===== config.mk =====
export PLATFORM = sky130hd
export DESIGN_NAME = lineStore
export DESIGN_NICKNAME = d
export VERILOG_FILES = /design/src/source/cachePkg.sv /design/src/source/accessPkg.sv /design/src/source/lineStore.sv
export SDC_FILE = /design/constraint.sdc
export NUM_CORES = 2
export LEC_CHECK = 0
export BUFFER_PORTS_ARGS = -buffer_cell sky130_fd_sc_hd__buf_2
export CAP_MARGIN = 20
export CORE_MARGIN = 1
export CORE_UTILIZATION = 42
export CTS_BUF_LIST = sky130_fd_sc_hd__clkbuf_4 sky130_fd_sc_hd__clkbuf_8
export CTS_CLUSTER_DIAMETER = 30
export DETAILED_ROUTE_END_ITERATION = 8
export PLACE_DENSITY = 0.63
export SLEW_MARGIN = 20
export SYNTH_ARGS = -nofsm -noshare
export SYNTH_HDL_FRONTEND = slang
export SYNTH_SLANG_ARGS = --single-unit

===== constraint.sdc =====
create_clock -name clkIn -period 7.12 [get_ports clkIn]
set_input_delay 0 -clock clkIn [delete_from_list [all_inputs] [get_ports clkIn]]
set_output_delay 0 -clock clkIn [all_outputs]
set_load 0.01 [all_outputs]

===== src/source/cachePkg.sv =====
`default_nettype none

// geometry of the direct-mapped cache and the address split
// addr = {tag, index, offset}
package cachePkg;

  typedef logic [31:0] addrT; // byte address
  typedef logic [31:0] wordT; // cpu data word

  // 16-byte lines
  localparam int defaultOffsetWidth = 4;
  // 32 lines
  localparam int defaultIndexWidth = 5;

endpackage

`default_nettype wire


===== src/source/accessPkg.sv =====
`default_nettype none

// transactions on the cpu side and on the memory side
package accessPkg;

  // encoding kept from the load/store buffer
  typedef enum logic [1:0] {
    accessNone = 2'b00,
    accessByte = 2'b01,
    accessHalf = 2'b10,
    accessWord = 2'b11
  } accessKindT;

  // held as a level until the response pulse
  typedef struct packed {
    accessKindT     kind;
    logic           write; // 1 = store
    cachePkg::addrT addr;
    cachePkg::wordT data;
  } cpuReqT;

  typedef struct packed {
    logic           valid;
    logic           write;     // 1 = write-back, 0 = refill read
    cachePkg::addrT blockAddr; // offset bits zero
  } memReqT;

  typedef enum logic [1:0] {
    stateIdle,
    stateRespond,
    stateWriteBack,
    stateRefill
  } ctrlStateT;

endpackage

`default_nettype wire


===== src/source/lineStore.sv =====
`default_nettype none

module lineStore #(
  parameter int offsetWidth = 4,
  parameter int indexWidth  = 5
) (
  input  logic                          clkIn,
  input  cachePkg::addrT                addr,
  input  accessPkg::accessKindT         kind,
  input  cachePkg::wordT                writeData,
  input  logic                          writeHit,
  input  logic                          fill,
  input  logic [8*(2**offsetWidth)-1:0] fillLine,
  output cachePkg::wordT                readWord,
  output logic [8*(2**offsetWidth)-1:0] victimLine
);
  import cachePkg::*;
  import accessPkg::*;

  localparam int lineBits  = 8 * (2 ** offsetWidth);
  localparam int lineCount = 2 ** indexWidth;

  typedef logic [lineBits-1:0]    lineT;
  typedef logic [indexWidth-1:0]  indexT;
  typedef logic [offsetWidth-1:0] offsetT;

  lineT dataArray [lineCount];

  indexT      index;
  offsetT     offset;
  offsetT     wordBase;
  lineT       line;
  lineT       mergedLine;
  wordT       selWord;
  wordT       shiftedData;
  logic [3:0] byteEnable;

  assign index    = addr[offsetWidth +: indexWidth];
  assign offset   = addr[offsetWidth-1:0];
  assign wordBase = offset & ~offsetT'(3); // aligned word holding the access

  assign line       = dataArray[index];
  assign victimLine = line;
  assign selWord    = line[wordBase*8 +: 32];

  // zero-extended lane extract, accesses are naturally aligned
  always_comb begin
    case (kind)
      accessByte: readWord = {24'b0, selWord[offset[1:0]*8 +: 8]};
      accessHalf: readWord = {16'b0, selWord[offset[1]*16 +: 16]};
      default:    readWord = selWord;
    endcase
  end

  always_comb begin
    case (kind)
      accessByte: byteEnable = 4'b0001 << offset[1:0];
      accessHalf: byteEnable = 4'b0011 << offset[1:0];
      accessWord: byteEnable = 4'b1111;
      default:    byteEnable = 4'b0000;
    endcase
  end

  // low bytes of the store data moved up to their lanes
  assign shiftedData = writeData << (offset[1:0] * 8);

  always_comb begin
    mergedLine = line;
    for (int b = 0; b < 4; b++) begin
      if (byteEnable[b]) begin
        mergedLine[wordBase*8 + b*8 +: 8] = shiftedData[b*8 +: 8];
      end
    end
  end

  always_ff @(posedge clkIn) begin
    if (fill) begin
      dataArray[index] <= fillLine;
    end else if (writeHit) begin
      dataArray[index] <= mergedLine;
    end
  end

  // a refill and a store hit belong to different controller states
  exclusiveWrite: assert property (
    @(posedge clkIn) !(writeHit && fill)
  ) else $error("lineStore: writeHit and fill in the same cycle");

endmodule

`default_nettype wire


-- Yosys cells after proc, flatten, opt, wreduce, memory -nomap -nowiden
Memories as Yosys holds them, arrays and structs flattened.
Cells that the tools add are included.
- memory bits (writable): 4096
- memories kept: 1
- output and inout port bits: 160
- bits in registers: 0
- $add $sub $neg: 7
- shift-type cells: 14
- bitwise gates (word level): 1
- equality and inequality tests: 3
- multiplexer cells: 16
- memories (memory ; words ; width ; read ports ; clocked after Yosys merged registers in ; wr ports ; RTL line ; source):
    dataArray ; 32 ; 128 ; 1 ; 0 ; 1 ; lineStore.sv:27 ; lineT dataArray [lineCount];
- operators with widths (cell ; number):
    2-to-1 mux 128 bit ; 5
    bitwise mux 128 bit ; 4
    variable shift 8 x 34 -> 128 bit (first input constant) ; 4
    indexed part select 8 x 34 -> 128 bit ; 4
    indexed part select 128 x 8 -> 32 bit ; 1
    negator 8 -> 34 bit ; 3
    one-hot mux 32 bit (2 select lines) ; 1
    negator 7 -> 34 bit ; 1
    indexed part select 32 x 6 -> 16 bit ; 1
    indexed part select 32 x 6 -> 8 bit ; 1
    left shift 32 x 5 -> 32 bit ; 1
    adder 7 x 5 -> 8 bit (second input constant) ; 2
    one-hot mux 4 bit (3 select lines) ; 1
    adder 7 x 4 -> 8 bit (second input constant) ; 1
    2-to-1 mux 1 bit ; 5
    == test 2 bit (second input constant) ; 2
    left shift 1 x 2 -> 4 bit (first input constant) ; 1
    left shift 2 x 2 -> 4 bit (first input constant) ; 1
    == test 2 x 1 -> 1 bit (second input constant) ; 1
    OR 1 bit ; 1

-- Depth between registers and ports, before layout
- depth in word-level cells: 11
- mapped depth: 13
- mapped depth without buffers: 10

-- Worst setup path before layout
No wires, ideal clock.
- kind: input to register
- from: input port addr[5]
- to: memory dataArray[13][0] (netlist name) (enable)
- slack: -402 ps
- data arrival time: 6905 ps
- library setup time: 617 ps
- buffers on the path: 6
- data required time: 6503 ps
- stages: 8
- cells stage by stage: buf_2 > buf_4 > buf_4 > buf_2 > buf_1 > or3b_2 > clkbuf_1 > nor2_1
- RTL lines (item ; RTL line ; source):
    from (decl) ; lineStore.sv:8 ; input cachePkg::addrT addr,
    to (decl) ; lineStore.sv:27 ;
Straight into the memory's write port.

-- Final worst setup path
- from: input port addr[6]
- to: output port readWord[0]
- cells in the longest elaborated chain, start to end: 4
- RTL lines (item ; RTL line ; source):
    memory read (32 x 128 bit) (*) ; n/a ;
    indexed part select 128 x 8 -> 32 bit (*) ; lineStore.sv:44 ; assign selWord = line[wordBase*8 +: 32];
    indexed part select 32 x 6 -> 16 bit or indexed part select 32 x 6 -> 8 bit (tied branches) ; lineStore.sv:50, lineStore.sv:49 ;
    one-hot mux 32 bit (2 select lines) (*) ; lineStore.sv:48 ; case (kind)
    to (decl) ; lineStore.sv:14 ; output cachePkg::wordT readWord,
Every way passes the cells marked *; elsewhere a longest branch is shown, timed or not.

==> reports/results.tsv <==
stage	metric	value	unit
sta	setup_viol	0	
hold_path	min_path_cells	4	
critical_path	cp_num_buf_inv	4	
pwr	p_sw	12500	uW
cells_and_area	fin_nets	8706	
synthesis	synthCells	7520	
cells_and_area	fin_cells	14100	
detailed_routing	vias	88400	
synthesis	syn_avg_cell_area	21.1	um^2
cts	post_cts_resized	0	
cts	cts_tree	built	
pwr	p_seq_share	51.3	%
placement	dp.final_hpwl	269000	um
detailed_routing	drc	0	
cts	root_buffer	clkbuf_8	
global_routing	grt_pass1_wl	697000	um
die	row_count	225	
cells_and_area	final_area	184000	um^2
critical_path	r2r-start	dataArray[26][93]	
placement	postPlaceCellArea	168000	um^2
die	start_util	42.2	%
sta	fin_ws	1.76	ns
cts	numCtsBuffers	676	
synthesis	synth_edf_count	4096	
cells_and_area	top_register	dataArray	
sta	finalHoldViolations	7	
pwr	power.share.clock	41.3	%
pwr	power.leakage	0.0595	uW
detailed_routing	finalWirelength	515000	um
cts	htree_levels	6	
sta	tightestPinTransition	1.22	ns
synthesis	synthArstFlopShare	0	%
global_routing	grt_max_degree	145	
critical_path	critPathMaxFanout	32	
run	max_cap_viol_count	0	
synthesis	synth.cell_area	159000	um^2
synthesis	ys_warn_count	0	
cells_and_area	final_cell_mix	4096 x edfxtp_1, 828 x mux4_2, 688 x clkbuf_8	
synthesis	synth_ff_type	edfxtp_1	
global_routing	grt_pass1_vias	86500	
run_status	run_status	complete, but fails checks	
critical_path	cp_common_cell	buf_2	
critical_path	cp-startpoint	addr[6]	
hold_path	whs_endpoint	dataArray[21][71]	
placement	gp_congestion	0.942	
detailed_routing	first_iter_violations	12400	
sta	rsz0062_at_grt	false	
global_routing	grtUsageTotal	26.6	%
critical_path	cpLargestDelayFamily	simple AND/OR/NAND/NOR gates	
sta	max_freq	0.187	GHz
cells_and_area	reg_top3	dataArray (4096)	
critical_path	endpoint_kind	primary output	
detailed_routing	first_pass_iters	6	
cts	cts_num_sinks	4096	
run_status	failed_checks	hold timing	
pwr	switching_share	23.6	%
die	coreArea	376000	um^2
hold_path	hp-start	fillLine[71]	
cells_and_area	multi_input_area	34300	um^2
global_routing	globalRoute.totalOverflow	0	
sta	relSlewSlack	18.8	%
cells_and_area	synthToLayoutAreaGrowth	16.2	%
cells_and_area	fillerInstances	29900	
critical_path	cp.arrival	5.36	ns
synthesis	synth.distinct_cells	50	
cells_and_area	layout-drive-gt1-share	29.3	%
sta	skew	0.0689	ns
placement	dp.cells	12700	
synthesis	synth-seq-cells	4096	
sta	period_minus_slack	5.36	ns
cts	clock_path_buffers	4	
critical_path	start_kind	primary input	
sta	drv_slew	0	
pwr	ir_drop	0.000159	V
cells_and_area	largest_reg_flops	4096	
detailed_routing	vias_per_cell	6.28	
critical_path	r2r_slack	3.64	ns
die	die_x	617	um
die	io_pins	357	
die	dieArea	380000	um^2
detailed_routing	ant_nets	0	
synthesis	synth_fp_nets	7727	
critical_path	critPathRequiredTime	7.12	ns
critical_path	cp_slowest_cell	or4b_2	
critical_path	crit_type	in2out	
critical_path	reg2reg_to	dataArray[16][93]	
pwr	p_int	40600	uW
cells_and_area	seq_area	123000	um^2
cells_and_area	final_common_cell	edfxtp_1	
pwr	combPwrFrac	7.5	%
cts	worstSkewPairLatency	1.11	ns
critical_path	crit_path_max_incr_delay	0.92	ns
hold_path	min_path_type	in2reg	
synthesis	ys_seq_area_share	77.5	%
sta	fin_crit_sh	75.2	%
critical_path	reg2reg_depth	8	
cts	clkTransAtPathRegs	0.06	ns
sta	whs	-0.0103	ns
detailed_routing	wl_per_cell	36.6	um
critical_path	crit_chain	dlygate4sd3_1 -> buf_2 -> or4b_2 -> buf_4 -> o22ai_1 -> nor4_1 -> nand2_1 -> mux4_2 -> and2_1 -> o31ai_1 -> nand3_1 -> buf_2	
global_routing	antenna_found_initial	49	
die	die_y	617	um
placement	pre_cts_ws	2.22	ns
placement	io_buffers	333	
pwr	p_per_area	288	nW/um^2
==> cells in the mapped netlist, types with 3 or more instances <==
cell,instances,area share (%)
buf_4,22,0.10
and2_1,18,0.071
ha_1,10,0.079
a22oi_1,382,1.8
edfxtp_1,4096,78
or4b_2,4,0.025
inv_1,55,0.13
nand2_1,202,0.48
buf_2,169,0.53
a31oi_1,45,0.18
mux4_2,828,12
o21ai_0,151,0.48
o22ai_1,227,0.90
clkbuf_1,154,0.36
a21oi_1,98,0.31
or3b_2,3,0.017
nand4_1,55,0.22
o21ai_1,6,0.019
and3b_1,3,0.017
nor2_1,148,0.35
nor3b_1,9,0.043
nand3_1,14,0.044
buf_1,52,0.12
nand3b_1,3,0.014
nor3_1,47,0.15
mux2i_1,466,2.9
o211ai_1,3,0.014
or3_1,3,0.012
and4_1,44,0.24
nand4bb_1,4,0.028
a22o_1,25,0.14
buf_6,47,0.33
and3_1,27,0.11
nor4_1,70,0.28
nand4b_1,3,0.017
mux2_2,8,0.057
==> worst min-delay path, stage by stage <==
cell           delay (ns)
dlygate4sd3_1        0.54
buf_2                0.11
nand2_1              0.11
o21ai_2              0.18
==> stage by stage <==
| stage | total power [uW] | util, % | TNS [ns] |
|---|---|---|---|
| 2_1_floorplan | 29700 | - | -1189.10 |
| 3_3_place_gp | 31300 | 44.6 | 0 |
| 3_5_place_dp | 31400 | 44.6 | 0 |
| 4_1_cts | 53000 | 48.8 | 0 |
| 5_1_grt | 54300 | 49.0 | 0 |
| 6_report | 53100 | 49.0 | 0 |
==> cell type report <==
| type | instances | share of cell area (%) |
|---|---|---|
| diodes | 50 | 0.0679 |
| clock buffers | 829 | 5.71 |
| clock inverters | 379 | 2.04 |
| inverters | 58 | 0.120 |
| multi-input cells | 2922 | 18.6 |
| flip-flops and latches | 4096 | 66.8 |
| well taps | 4994 | 3.39 |
| repair buffers | 745 | 3.30 |
==> power groups by stage <==
| stage | clock (uW) | sequential [uW] | combinational [uW] |
|---|---|---|---|
| after floorplan | 0 | 27800 | 1930 |
| after global placement | 0 | 27700 | 3620 |
| after global routing | 23100 | 27200 | 4050 |
| final | 21900 | 27200 | 3960 |
| after CTS | 22000 | 27200 | 3780 |
| after detailed placement | 0 | 27700 | 3700 |
==> per-layer routing <==
metal  track usage, %  wire, um
met4             19.0     41600
met1             33.0    178000
met2             41.8    241000
met3             5.68     53200
met5            0.164       185
==> worst max path at each step <==
stage          cells after the start                  to
6_report                          12         readWord[0]
4_1_cts                           11         readWord[6]
2_1_floorplan                      8    dataArray[13][0]
5_1_grt                           12         readWord[0]
3_5_place_dp                       9  dataArray[17][121]
3_3_place_gp                      10   dataArray[28][95]
==> kinds of logic (layout without fill, tap and decap cells) <==
family / after synthesis / count (layout) / share of synthesized area, %
buf+inv: 502 / 2011 / 1.60
other cells: 0 / 50 / 0
flops: 4096 / 4096 / 77.5
mux: 1302 / 1302 / 14.8
fa+ha+maj: 10 / 10 / 0.0789
compound gates: 942 / 942 / 3.86
simple gates: 668 / 668 / 2.17
==> what timing repair did <==
action,CTS,global route
endpoints found under the hold margin,3688,131
hold buffers,143,5
buffers inserted,0,0
Power figures use the tool's default switching activity.
