## src/source/cachePkg.sv

```systemverilog
`default_nettype none

// geometry of the direct-mapped cache and the address split
// addr = {tag, index, offset}
package cachePkg;

  typedef logic [31:0] addrT; // byte address
  typedef logic [31:0] wordT; // cpu data word

  // 16-byte lines
  localparam int defaultOffsetWidth = 4;
  // 32 lines
  localparam int defaultIndexWidth = 5;

endpackage

`default_nettype wire

```

## src/source/accessPkg.sv

```systemverilog
`default_nettype none

// transactions on the cpu side and on the memory side
package accessPkg;

  // encoding kept from the load/store buffer
  typedef enum logic [1:0] {
    accessNone = 2'b00,
    accessByte = 2'b01,
    accessHalf = 2'b10,
    accessWord = 2'b11
  } accessKindT;

  // held as a level until the response pulse
  typedef struct packed {
    accessKindT     kind;
    logic           write; // 1 = store
    cachePkg::addrT addr;
    cachePkg::wordT data;
  } cpuReqT;

  typedef struct packed {
    logic           valid;
    logic           write;     // 1 = write-back, 0 = refill read
    cachePkg::addrT blockAddr; // offset bits zero
  } memReqT;

  typedef enum logic [1:0] {
    stateIdle,
    stateRespond,
    stateWriteBack,
    stateRefill
  } ctrlStateT;

endpackage

`default_nettype wire

```

## src/source/cacheController.sv

```systemverilog
`default_nettype none

module cacheController #(
  parameter int offsetWidth = 4,
  parameter int indexWidth  = 5
) (
  input  logic                          clkIn,
  input  logic                          resetIn,
  input  accessPkg::cpuReqT             cpuReq,
  input  logic                          hit,
  input  logic                          victimDirty,
  input  cachePkg::addrT                victimBlock,
  input  cachePkg::wordT                readWord,
  input  logic [8*(2**offsetWidth)-1:0] victimLine,
  input  logic                          acceptWrite,
  input  logic                          memDataValid,
  output logic                          fill,
  output logic                          markDirty,
  output logic                          markClean,
  output logic                          writeHit,
  output accessPkg::memReqT             memReq,
  output logic [8*(2**offsetWidth)-1:0] memOut,
  output logic                          dataOutValid,
  output logic                          writeDone,
  output cachePkg::wordT                dataOut
);
  import cachePkg::*;
  import accessPkg::*;

  ctrlStateT state;
  ctrlStateT nextState;

  logic active;
  logic readHit;
  logic misaligned;
  addrT refillBlock;

  // memory request fields, packed into memReq below
  logic memValid;
  logic memWrite;
  addrT memBlock;

  assign active      = cpuReq.kind != accessNone;
  assign readHit     = (state == stateIdle) && active && hit && !cpuReq.write;
  assign refillBlock = {cpuReq.addr[$bits(addrT)-1:offsetWidth], {offsetWidth{1'b0}}};

  always_comb begin
    nextState = state;
    fill      = 1'b0;
    markDirty = 1'b0;
    markClean = 1'b0;
    writeHit  = 1'b0;
    case (state)
      stateIdle: begin
        if (active) begin
          if (hit) begin
            nextState = stateRespond;
            if (cpuReq.write) begin
              writeHit  = 1'b1;
              markDirty = 1'b1;
            end
          end else if (victimDirty) begin
            nextState = stateWriteBack;
          end else begin
            nextState = stateRefill;
          end
        end
      end
      // request is dropping this cycle, do not serve it again
      stateRespond: nextState = stateIdle;
      stateWriteBack: begin
        if (acceptWrite) begin
          markClean = 1'b1;
          nextState = stateRefill;
        end
      end
      stateRefill: begin
        if (memDataValid) begin
          fill      = 1'b1;
          nextState = stateIdle; // lookup again, hits now
        end
      end
      default: nextState = stateIdle;
    endcase
  end

  always_ff @(posedge clkIn) begin
    if (resetIn) begin
      state        <= stateIdle;
      memValid     <= 1'b0;
      memWrite     <= 1'b0;
      dataOutValid <= 1'b0;
      writeDone    <= 1'b0;
    end else begin
      state        <= nextState;
      memValid     <= (nextState == stateWriteBack) || (nextState == stateRefill);
      memWrite     <= nextState == stateWriteBack;
      dataOutValid <= readHit;
      writeDone    <= writeHit;
    end
  end

  always_ff @(posedge clkIn) begin
    memBlock <= (nextState == stateWriteBack) ? victimBlock : refillBlock;
    if (readHit) begin
      dataOut <= readWord;
    end
  end

  assign memReq = '{valid: memValid, write: memWrite, blockAddr: memBlock};
  assign memOut = victimLine; // line is untouched until the refill lands

  always_comb begin
    case (cpuReq.kind)
      accessHalf: misaligned = cpuReq.addr[0];
      accessWord: misaligned = cpuReq.addr[1:0] != 2'b00;
      default:    misaligned = 1'b0;
    endcase
  end

  alignedReq: assert property (
    @(posedge clkIn) disable iff (resetIn) !misaligned
  ) else $error("cacheController: misaligned request at %h", cpuReq.addr);

  noMemWhenIdle: assert property (
    @(posedge clkIn) disable iff (resetIn)
    (state == stateIdle || state == stateRespond) |-> !memReq.valid
  ) else $error("cacheController: memReq.valid outside a miss");

  oneResponse: assert property (
    @(posedge clkIn) disable iff (resetIn) !(dataOutValid && writeDone)
  ) else $error("cacheController: dataOutValid and writeDone together");

  // the victim shares its index with the request it makes room for
  victimIndex: assert property (
    @(posedge clkIn) disable iff (resetIn)
    memReq.write |->
      memReq.blockAddr[offsetWidth +: indexWidth] == cpuReq.addr[offsetWidth +: indexWidth]
  ) else $error("cacheController: write-back index differs from request");

endmodule

`default_nettype wire

```

## config.mk

```make
export PLATFORM = sky130hd
export DESIGN_NAME = cacheController
export DESIGN_NICKNAME = d
export VERILOG_FILES = /design/src/source/cachePkg.sv /design/src/source/accessPkg.sv /design/src/source/cacheController.sv
export SDC_FILE = /design/constraint.sdc
export NUM_CORES = 1
export LEC_CHECK = 0
export BUFFER_PORTS_ARGS = -buffer_cell sky130_fd_sc_hd__buf_2
export CAP_MARGIN = 20
export CORE_AREA = 2 2 180 182
export DETAILED_ROUTE_END_ITERATION = 12
export DIE_AREA = 0 0 182 184
export GPL_TIMING_DRIVEN = 1
export MAX_ROUTING_LAYER = met4
export PLACE_DENSITY_LB_ADDON = 0.12
export SYNTH_ARGS = -nofsm -noshare
export SYNTH_HDL_FRONTEND = slang
export SYNTH_SLANG_ARGS = --single-unit
```

## constraint.sdc

```tcl
create_clock -name clkIn -period 2.9 [get_ports clkIn]
set_input_delay 0.29 -clock clkIn [delete_from_list [all_inputs] [get_ports clkIn]]
set_output_delay 0.29 -clock clkIn [all_outputs]
set_load 0.02 [all_outputs]
```

[After elaboration in Yosys (flattened, before gate mapping)]
Cells that the tools add are included.
Operators by class
  equality and inequality tests: 5
  muxes and demuxes: 15
  reductions and logical operators: 7
Operators by type and width (count)
  32-bit two-way mux: 1
  1-bit two-way mux: 9
  2-bit == test (second input constant): 4
  2-bit two-way mux: 4
  2-bit case mux with 4 select lines: 1
  1-bit logical AND: 3
  2-bit by 1-bit == test with 1-bit output (second input constant): 1
  2-bit zero test: 1
  2-bit nonzero test: 1
  1-bit zero test: 1
  1-bit logical OR: 1
Word-level totals
  register bits: 70
  input bits: 265
  output and inout port bits: 200
  logic and storage cells: 35

[Logic depth before layout (Yosys ltp)]
Gate-level depths: netlist of run 1.
  depth in word-level cells: 6
  mapped depth: 6
  mapped depth without buffers: 4

[Least setup slack after synthesis of run 1]
No wires, ideal clock.
  path type: input -> register
  from: in cpuReq[66] (netlist name)
  to: reg dataOut[0] (enable)
  setup time: 0.421 ns
  arrival: 2.193 ns
  data required time: 2.479 ns
  path slack: 0.286 ns
  stages on the path: 4
  buffers on the path: 0
  cells stage by stage: or2_1 nor3b_1 nand2_1 nor2_1
On the way
  cells in the longest elaborated chain, start to end: 4
RTL lines
  start, declared: line cacheController.sv:9  | input accessPkg::cpuReqT cpuReq,
  2-bit nonzero test: line cacheController.sv:43  | assign active = cpuReq.kind != accessNone;
  1-bit logical AND (3 in a row): line cacheController.sv:44  | assign readHit = (state == stateIdle) && active && hit && !cpuReq.write;
  named net readHit: line cacheController.sv:34  | logic readHit;
  end signal, assigned: line cacheController.sv:106  | dataOut <= readWord;
  end, declared: line cacheController.sv:25  | output cachePkg::wordT dataOut
The timed path passes the listed nets, and every way through them passes these cells.
A chain may end at the register's enable or synchronous reset.

[Final worst setup path of run 1]
  from: reg state[0]
  to: reg memBlock[8]
On the way
  cells in the longest elaborated chain, start to end: 4
  elaborated cells between the ends (all ways): 10
  those cells by class: eq/ne: 4; mux: 5; reduce/logical: 1
RTL lines
  start, declared: line cacheController.sv:30  | ctrlStateT state;
  start signal, assigned: line cacheController.sv:89  | state <= stateIdle;
  start signal, assigned: line cacheController.sv:95  | state <= nextState;
  2-bit == test (tied with other cells): line cacheController.sv:53  | case (state)
  2-bit case mux with 4 select lines (*): line cacheController.sv:53
  2-bit == test (*): line cacheController.sv:104  | memBlock <= (nextState == stateWriteBack) ? victimBlock : refillBlock;
  32-bit two-way mux (*): line cacheController.sv:104
  end signal, assigned: line cacheController.sv:104
  end, declared: line cacheController.sv:41  | addrT memBlock;
Mark *: on every way between the ends. The rest lies on a longest branch, timed or not.

==> results.json, run 1 <==
{
  "drt_wl_total_um": 15300,
  "synthAdderAreaFrac": 0,
  "portBuffers": 172,
  "hold_end": "dataOut[8]",
  "max_cap_violations": 0,
  "dr.pass1.iters": 3,
  "fin_skew_ps": 7.66,
  "leakage_nw": 1.72,
  "critPathKind": "reg2reg",
  "hp-start": "readWord[8]",
  "synth_top_area_cell": "buf_4",
  "yosys.cell_count.top_type": "buf_4",
  "critPathMaxFanout": 22,
  "die_h_um": 184,
  "yosysUniqueCellTypes": 21,
  "die-area_um2": 33500,
  "cts_setup_buffers": 0,
  "clockBufferDepth": 2,
  "setup-tns-final_ps": 0,
  "synth_top_family_by_area": "buffers and inverters",
  "ys_async_sr_fraction": 0,
  "ant_nets": 0,
  "finalHoldViolCount": 0,
  "finalNonFillerCells": 718,
  "clk_pin_slew_ps": 70,
  "reg2reg_depth": 5,
  "r2r-start": "state[0]",
  "critPathMaxStageDelay_ps": 420,
  "grt_pass1_wl_um": 19200,
  "cts_tree": "done",
  "synth_edf_count": 32,
  "met2_usage": 0.157,
  "numCtsBuffers": 9,
  "status": "finished, final reports clean",
  "synth-simple-area-share": 0.0344,
  "fin_crit_ps": 1920,
  "clk_latency_ps": 340,
  "synth_area_per_cell_um2": 12.5,
  "drc_errors": 0,
  "cp-start-kind": "flop",
  "fp.dieW_um": 182,
  "synth_ff_type": "dfxtp_1",
  "synth_mux_area_frac": 0.108,
  "yosysTopAreaCellShare": 0.304,
  "hp-class": "in2reg",
  "antenna_found_initial": 0,
  "core-area_um2": 31400,
  "drt_iter0_drc": 79,
  "yosysWarnings": 0,
  "use_met1": 0.0498,
  "synthTopCellsByCount": "buf_4 (131), dfxtp_1 (38), edfxtp_1 (32), mux2_2 (19), mux2_4 (9)",
  "synth-seq-cells": 70,
  "placed_cells": 701,
  "crit_required_ps": 3140,
  "slew_violations": 0,
  "cp_cell_sequence": "nand2_1, a22oi_1, a221o_2, buf_12, mux2_2",
  "gp_congestion": 0.809,
  "diodes": 0,
  "postCtsHoldBufs": 0,
  "syn_to_final_growth_pct": 21.3,
  "use_met3": 0.102,
  "grt_max_degree": 33,
  "fin_crit_sh": 0.663,
  "timing.fmax_ghz": 0.520,
  "tightest_slew_ps": 447,
  "pin_count": 465,
  "grt.total_usage": 0.0903,
  "cts.sinks": 70,
  "synth-seq-area-share": 0.532,
  "top_usage_layer": "met2",
  "cp.arrival_ps": 2160,
  "fin_nets": 576,
  "p_total_mw": 2.70,
  "grt-ovfl-total": 0,
  "setup_viol": 0,
  "r2r_slack_ps": 980,
  "syn_inst": 259,
  "clockRootBuffer": "clkbuf_16",
  "rsz0062_at_grt": "false",
  "worst_path_max_delay_cell": "dfxtp_1",
  "dr_total_vias": 1978,
  "start_util": 0.103,
  "wl_per_cell_um": 21.4,
  "synthTopCellsByArea": "buf_4 (30%), edfxtp_1 (30%), dfxtp_1 (23%), mux2_2 (6.6%), mux2_4 (4.2%)",
  "cts_resized": 0,
  "grt_pass1_vias": 2022,
  "holdPathStages": 1,
  "synth-compound-area-share": 0.0128,
  "layout-drive-gt1-share": 0.696,
  "end_kind": "flop",
  "peakVddDrop_mv": 0.220,
  "vias_per_cell": 2.75,
  "dp_hpwl_um": 13200,
  "synth_nets": 524,
  "synth_area_um2": 3240,
  "synth-xor-area-share": 0,
  "slew_headroom": 0.702,
  "rows": 65,
  "htreeDepth": 3,
  "power_density_nw_per_um2": 687,
  "reg2reg_to": "memBlock[8]"
}
per-layer routing:
metal  wire [um]  part of all wire  up-vias
met5           0                 0        -
li1            -                 -      835
met2        7800              0.51      283
met4         427             0.028        0
met1        3240              0.21      827
met3        3860              0.25       33
layout make-up:
class | instances | area, um2
Fill cell | 3587 | 27500
Sequential cell | 70 | 1720
Timing Repair Buffer | 175 | 896
Multi-Input combinational cell | 54 | 505
Tap cell | 402 | 503
Clock buffer | 10 | 239
Clock inverter | 6 | 60.1
Inverter | 1 | 3.75
critical path, delay by kind of cell, from the launching register on:
family / cells / cell delay [ps]
mux: 1 / 360
flops: 1 / 420
simple gates: 1 / 100
compound gates: 2 / 650
buf+inv: 1 / 240
cells in the final DEF (no fill, tap or decap), drive strengths merged:
cell,n
and2,1
nor2,6
buf,175
a22o,1
inv,2
a21o,1
clkbuf,10
nor3,1
nor3b,1
or2,1
nand2,2
mux2,28
nor2b,2
edfxtp,32
and3,6
dfxtp,38
a22oi,2
a221o,1
clkinvlp,1
clkinv,3
bufinv,1
nand2b,1
per-stage QoR:
stage	instance area (um2)	util	hold WS (ps)	setup WS, ps
floorplan	3240	-	362	286
global placement	3610	0.115	469	450
detailed placement	3610	0.115	468	438
CTS	3910	0.125	85.6	571
global route	3930	0.125	90.8	844
finish	3930	0.125	120	977
state kept, by name, indices dropped and copies added (netlist names):
| signal | cells |
|---|---|
| memWrite | 1 |
| writeDone | 1 |
| memValid | 1 |
| dataOutValid | 1 |
| memBlock | 32 |
| state | 2 |
| dataOut | 32 |
where the power goes:
part | leakage, nW | internal [mW] | switching (mW)
combinational | 0.961 | 0.187 | 0.231
clock | 0.146 | 0.687 | 0.456
sequential | 0.612 | 1.12 | 0.0210
total | 1.72 | 1.99 | 0.708
how the worst max path moves through the flow:
stage          startpoint           end  slack [ps]  cells past startpoint
6_report         state[0]   memBlock[8]         980                      5
3_5_place_dp   cpuReq[66]   memBlock[5]         440                      5
5_1_grt          state[0]   memBlock[7]         840                      5
3_3_place_gp   cpuReq[66]   memBlock[5]         450                      5
2_1_floorplan  cpuReq[66]    dataOut[0]         290                      4
4_1_cts          state[0]  memBlock[15]         570                      4
kinds of logic (layout without fill, tap and decap cells):
family | count (synthesis) | count (layout)
DFF | 70 | 70
AOI/OAI and AO/OA | 5 | 5
muxes | 28 | 28
and+or+nand+nor | 21 | 21
buffers and inverters | 135 | 192
(Power assumes the default switching activity.)
==> run 2: changes to the inputs <==
==> constraint.sdc (replaced) <==
create_clock -name clkIn -period 2 [get_ports clkIn]
set_input_delay 0.2 -clock clkIn [delete_from_list [all_inputs] [get_ports clkIn]]
set_output_delay 0.2 -clock clkIn [all_outputs]
set_load 0.02 [all_outputs]
==> run 2 against run 1 <==
Effect of this change:
- critical path depth fell by 1
- register-to-register slack got worse by 700 ps
- clock power increased by 46%
- non-clock buffer count is 2 higher
- setup slack lost 760 ps
- cell count increased by 0.28%
- routed wire length rose by 4.9%
- cell area increased by 0.76%
- clock skew shrank 4.1 ps
==> results.json, run 2 (synthesized netlist as in run 1, its figures left out) <==
{
  "rows": 65,
  "dr_total_vias": 1983,
  "fin_skew_ps": 3.57,
  "cp_cell_sequence": "nor3b_2, buf_4, and3_1, buf_2",
  "drt_iter0_drc": 71,
  "antenna_found_initial": 0,
  "clockBufferDepth": 2,
  "holdPathStages": 1,
  "pre_cts_ws_ps": 250,
  "p_seq_frac": 0.421,
  "grt_pass1_wl_um": 20100,
  "fp.dieW_um": 182,
  "setup-tns-final_ps": 0,
  "leakage_nw": 1.72,
  "peakVddDrop_mv": 0.314,
  "reg_top3": "dataOut: 32 flops, memBlock: 32 flops, state: 2 flops",
  "diodes": 0,
  "grt-ovfl-total": 0,
  "layout-drive-gt1-share": 0.698,
  "pin_count": 465,
  "timing.fmax_ghz": 0.561,
  "critPathMaxFanout": 7,
  "grt_max_degree": 33,
  "tightest_slew_ps": 503,
  "portBuffers": 172,
  "hp-start": "readWord[2]",
  "seqCellArea_um2": 1720,
  "dr.pass1.iters": 4,
  "finalHoldViolCount": 0,
  "fill_cells": 3573,
  "cp-start-kind": "flop",
  "dp_hpwl_um": 13900,
  "swShare": 0.270,
  "max_cap_violations": 0,
  "clk_latency_ps": 330,
  "vias_per_cell": 2.75,
  "clk_pin_slew_ps": 60,
  "gp_congestion": 0.884,
  "start_util": 0.103,
  "numCtsBuffers": 9,
  "power_density_nw_per_um2": 992,
  "fin_crit_sh": 0.891,
  "wl_per_cell_um": 22.3,
  "p_int_mw": 2.87,
  "syn_to_final_growth_pct": 22.3,
  "fin_nets": 578,
  "hp-class": "in2reg",
  "postCtsHoldBufs": 0,
  "clkPwrFrac": 0.422,
  "reg2reg_depth": 5,
  "layout_common_cells": "buf_2 (172), dfxtp_1 (38), edfxtp_1 (32), mux2_2 (19)",
  "die-area_um2": 33500,
  "ant_nets": 0,
  "cts_tree": "done",
  "drc_errors": 0,
  "power_switching_mw": 1.06,
  "grt.total_usage": 0.0944,
  "mostFrequentLayoutCell": "buf_2",
  "slew_violations": 0,
  "slew_headroom": 0.665,
  "critPathMaxStageDelay_ps": 370,
  "cp.arrival_ps": 1580,
  "core-area_um2": 31400,
  "cts_resized": 0,
  "drt_wl_total_um": 16100,
  "cts_setup_buffers": 0,
  "worst_path_max_delay_cell": "dfxtp_1",
  "clockRootBuffer": "clkbuf_16",
  "htreeDepth": 3,
  "cts.sinks": 70,
  "grt_pass1_vias": 2021,
  "die_h_um": 184,
  "fin_ws_ps": 217,
  "crit_required_ps": 1800,
  "crit_start": "state[1]",
  "critPathKind": "reg2out",
  "end_kind": "output pin",
  "r2r-start": "state[0]",
  "multi_input_area_um2": 515,
  "rsz0062_at_grt": "false",
  "p_comb_frac": 0.157,
  "status": "finished, final reports clean",
  "setup_viol": 0,
  "fin_crit_ps": 1780
}
run 2: worst paths after layout:
| path | end | slack (ps) |
|---|---|---|
| min | dataOut[2] | 40 |
| max reg2reg | memBlock[10] | 280 |
| max | writeHit | 220 |
| min reg2reg | state[1] | 800 |
run 2: routing by layer:
metal | GRT usage | vias up | part of all wire
li1 | - | 835 | -
met1 | 0.0504 | 833 | 0.20
met2 | 0.165 | 297 | 0.51
met3 | 0.117 | 18 | 0.27
met4 | 0.0252 | 0 | 0.014
met5 | - | - | 0
run 2: metrics by stage:
step                      hold slack (ps)   util  area [um2]  power [mW]  cells
final                                35.2  0.126        3960        3.93    720
after global routing                 6.88  0.126        3960        4.15    720
after CTS                            5.57  0.126        3950        4.08    720
after detailed placement              379  0.117        3660        2.32    704
after global placement                379  0.117        3660        2.31    704
after floorplan                       272      -        3250        2.41    259
run 2: power groups by stage:
| stage | Combinational [mW] | Sequential (mW) | Clock, mW |
|---|---|---|---|
| floorplan | 0.583 | 1.82 | 0 |
| global placement | 0.630 | 1.68 | 0 |
| detailed placement | 0.631 | 1.68 | 0 |
| CTS | 0.632 | 1.65 | 1.80 |
| global route | 0.664 | 1.66 | 1.82 |
| finish | 0.615 | 1.65 | 1.66 |
run 2: final cells by class:
cell class                 instances  share of cell area
clock buffer                      10              0.0578
clock inverter                     6              0.0158
inverter                           1            0.000948
multi-input combinational         54               0.130
sequential                        70               0.435
tap                              402               0.127
timing repair buffer             177               0.233
run 2: worst max-delay path: cells and delay by family (launching register included):
kind	cells	cell delay [ps]
simple gates	2	510
flops	1	370
buf+inv	2	360
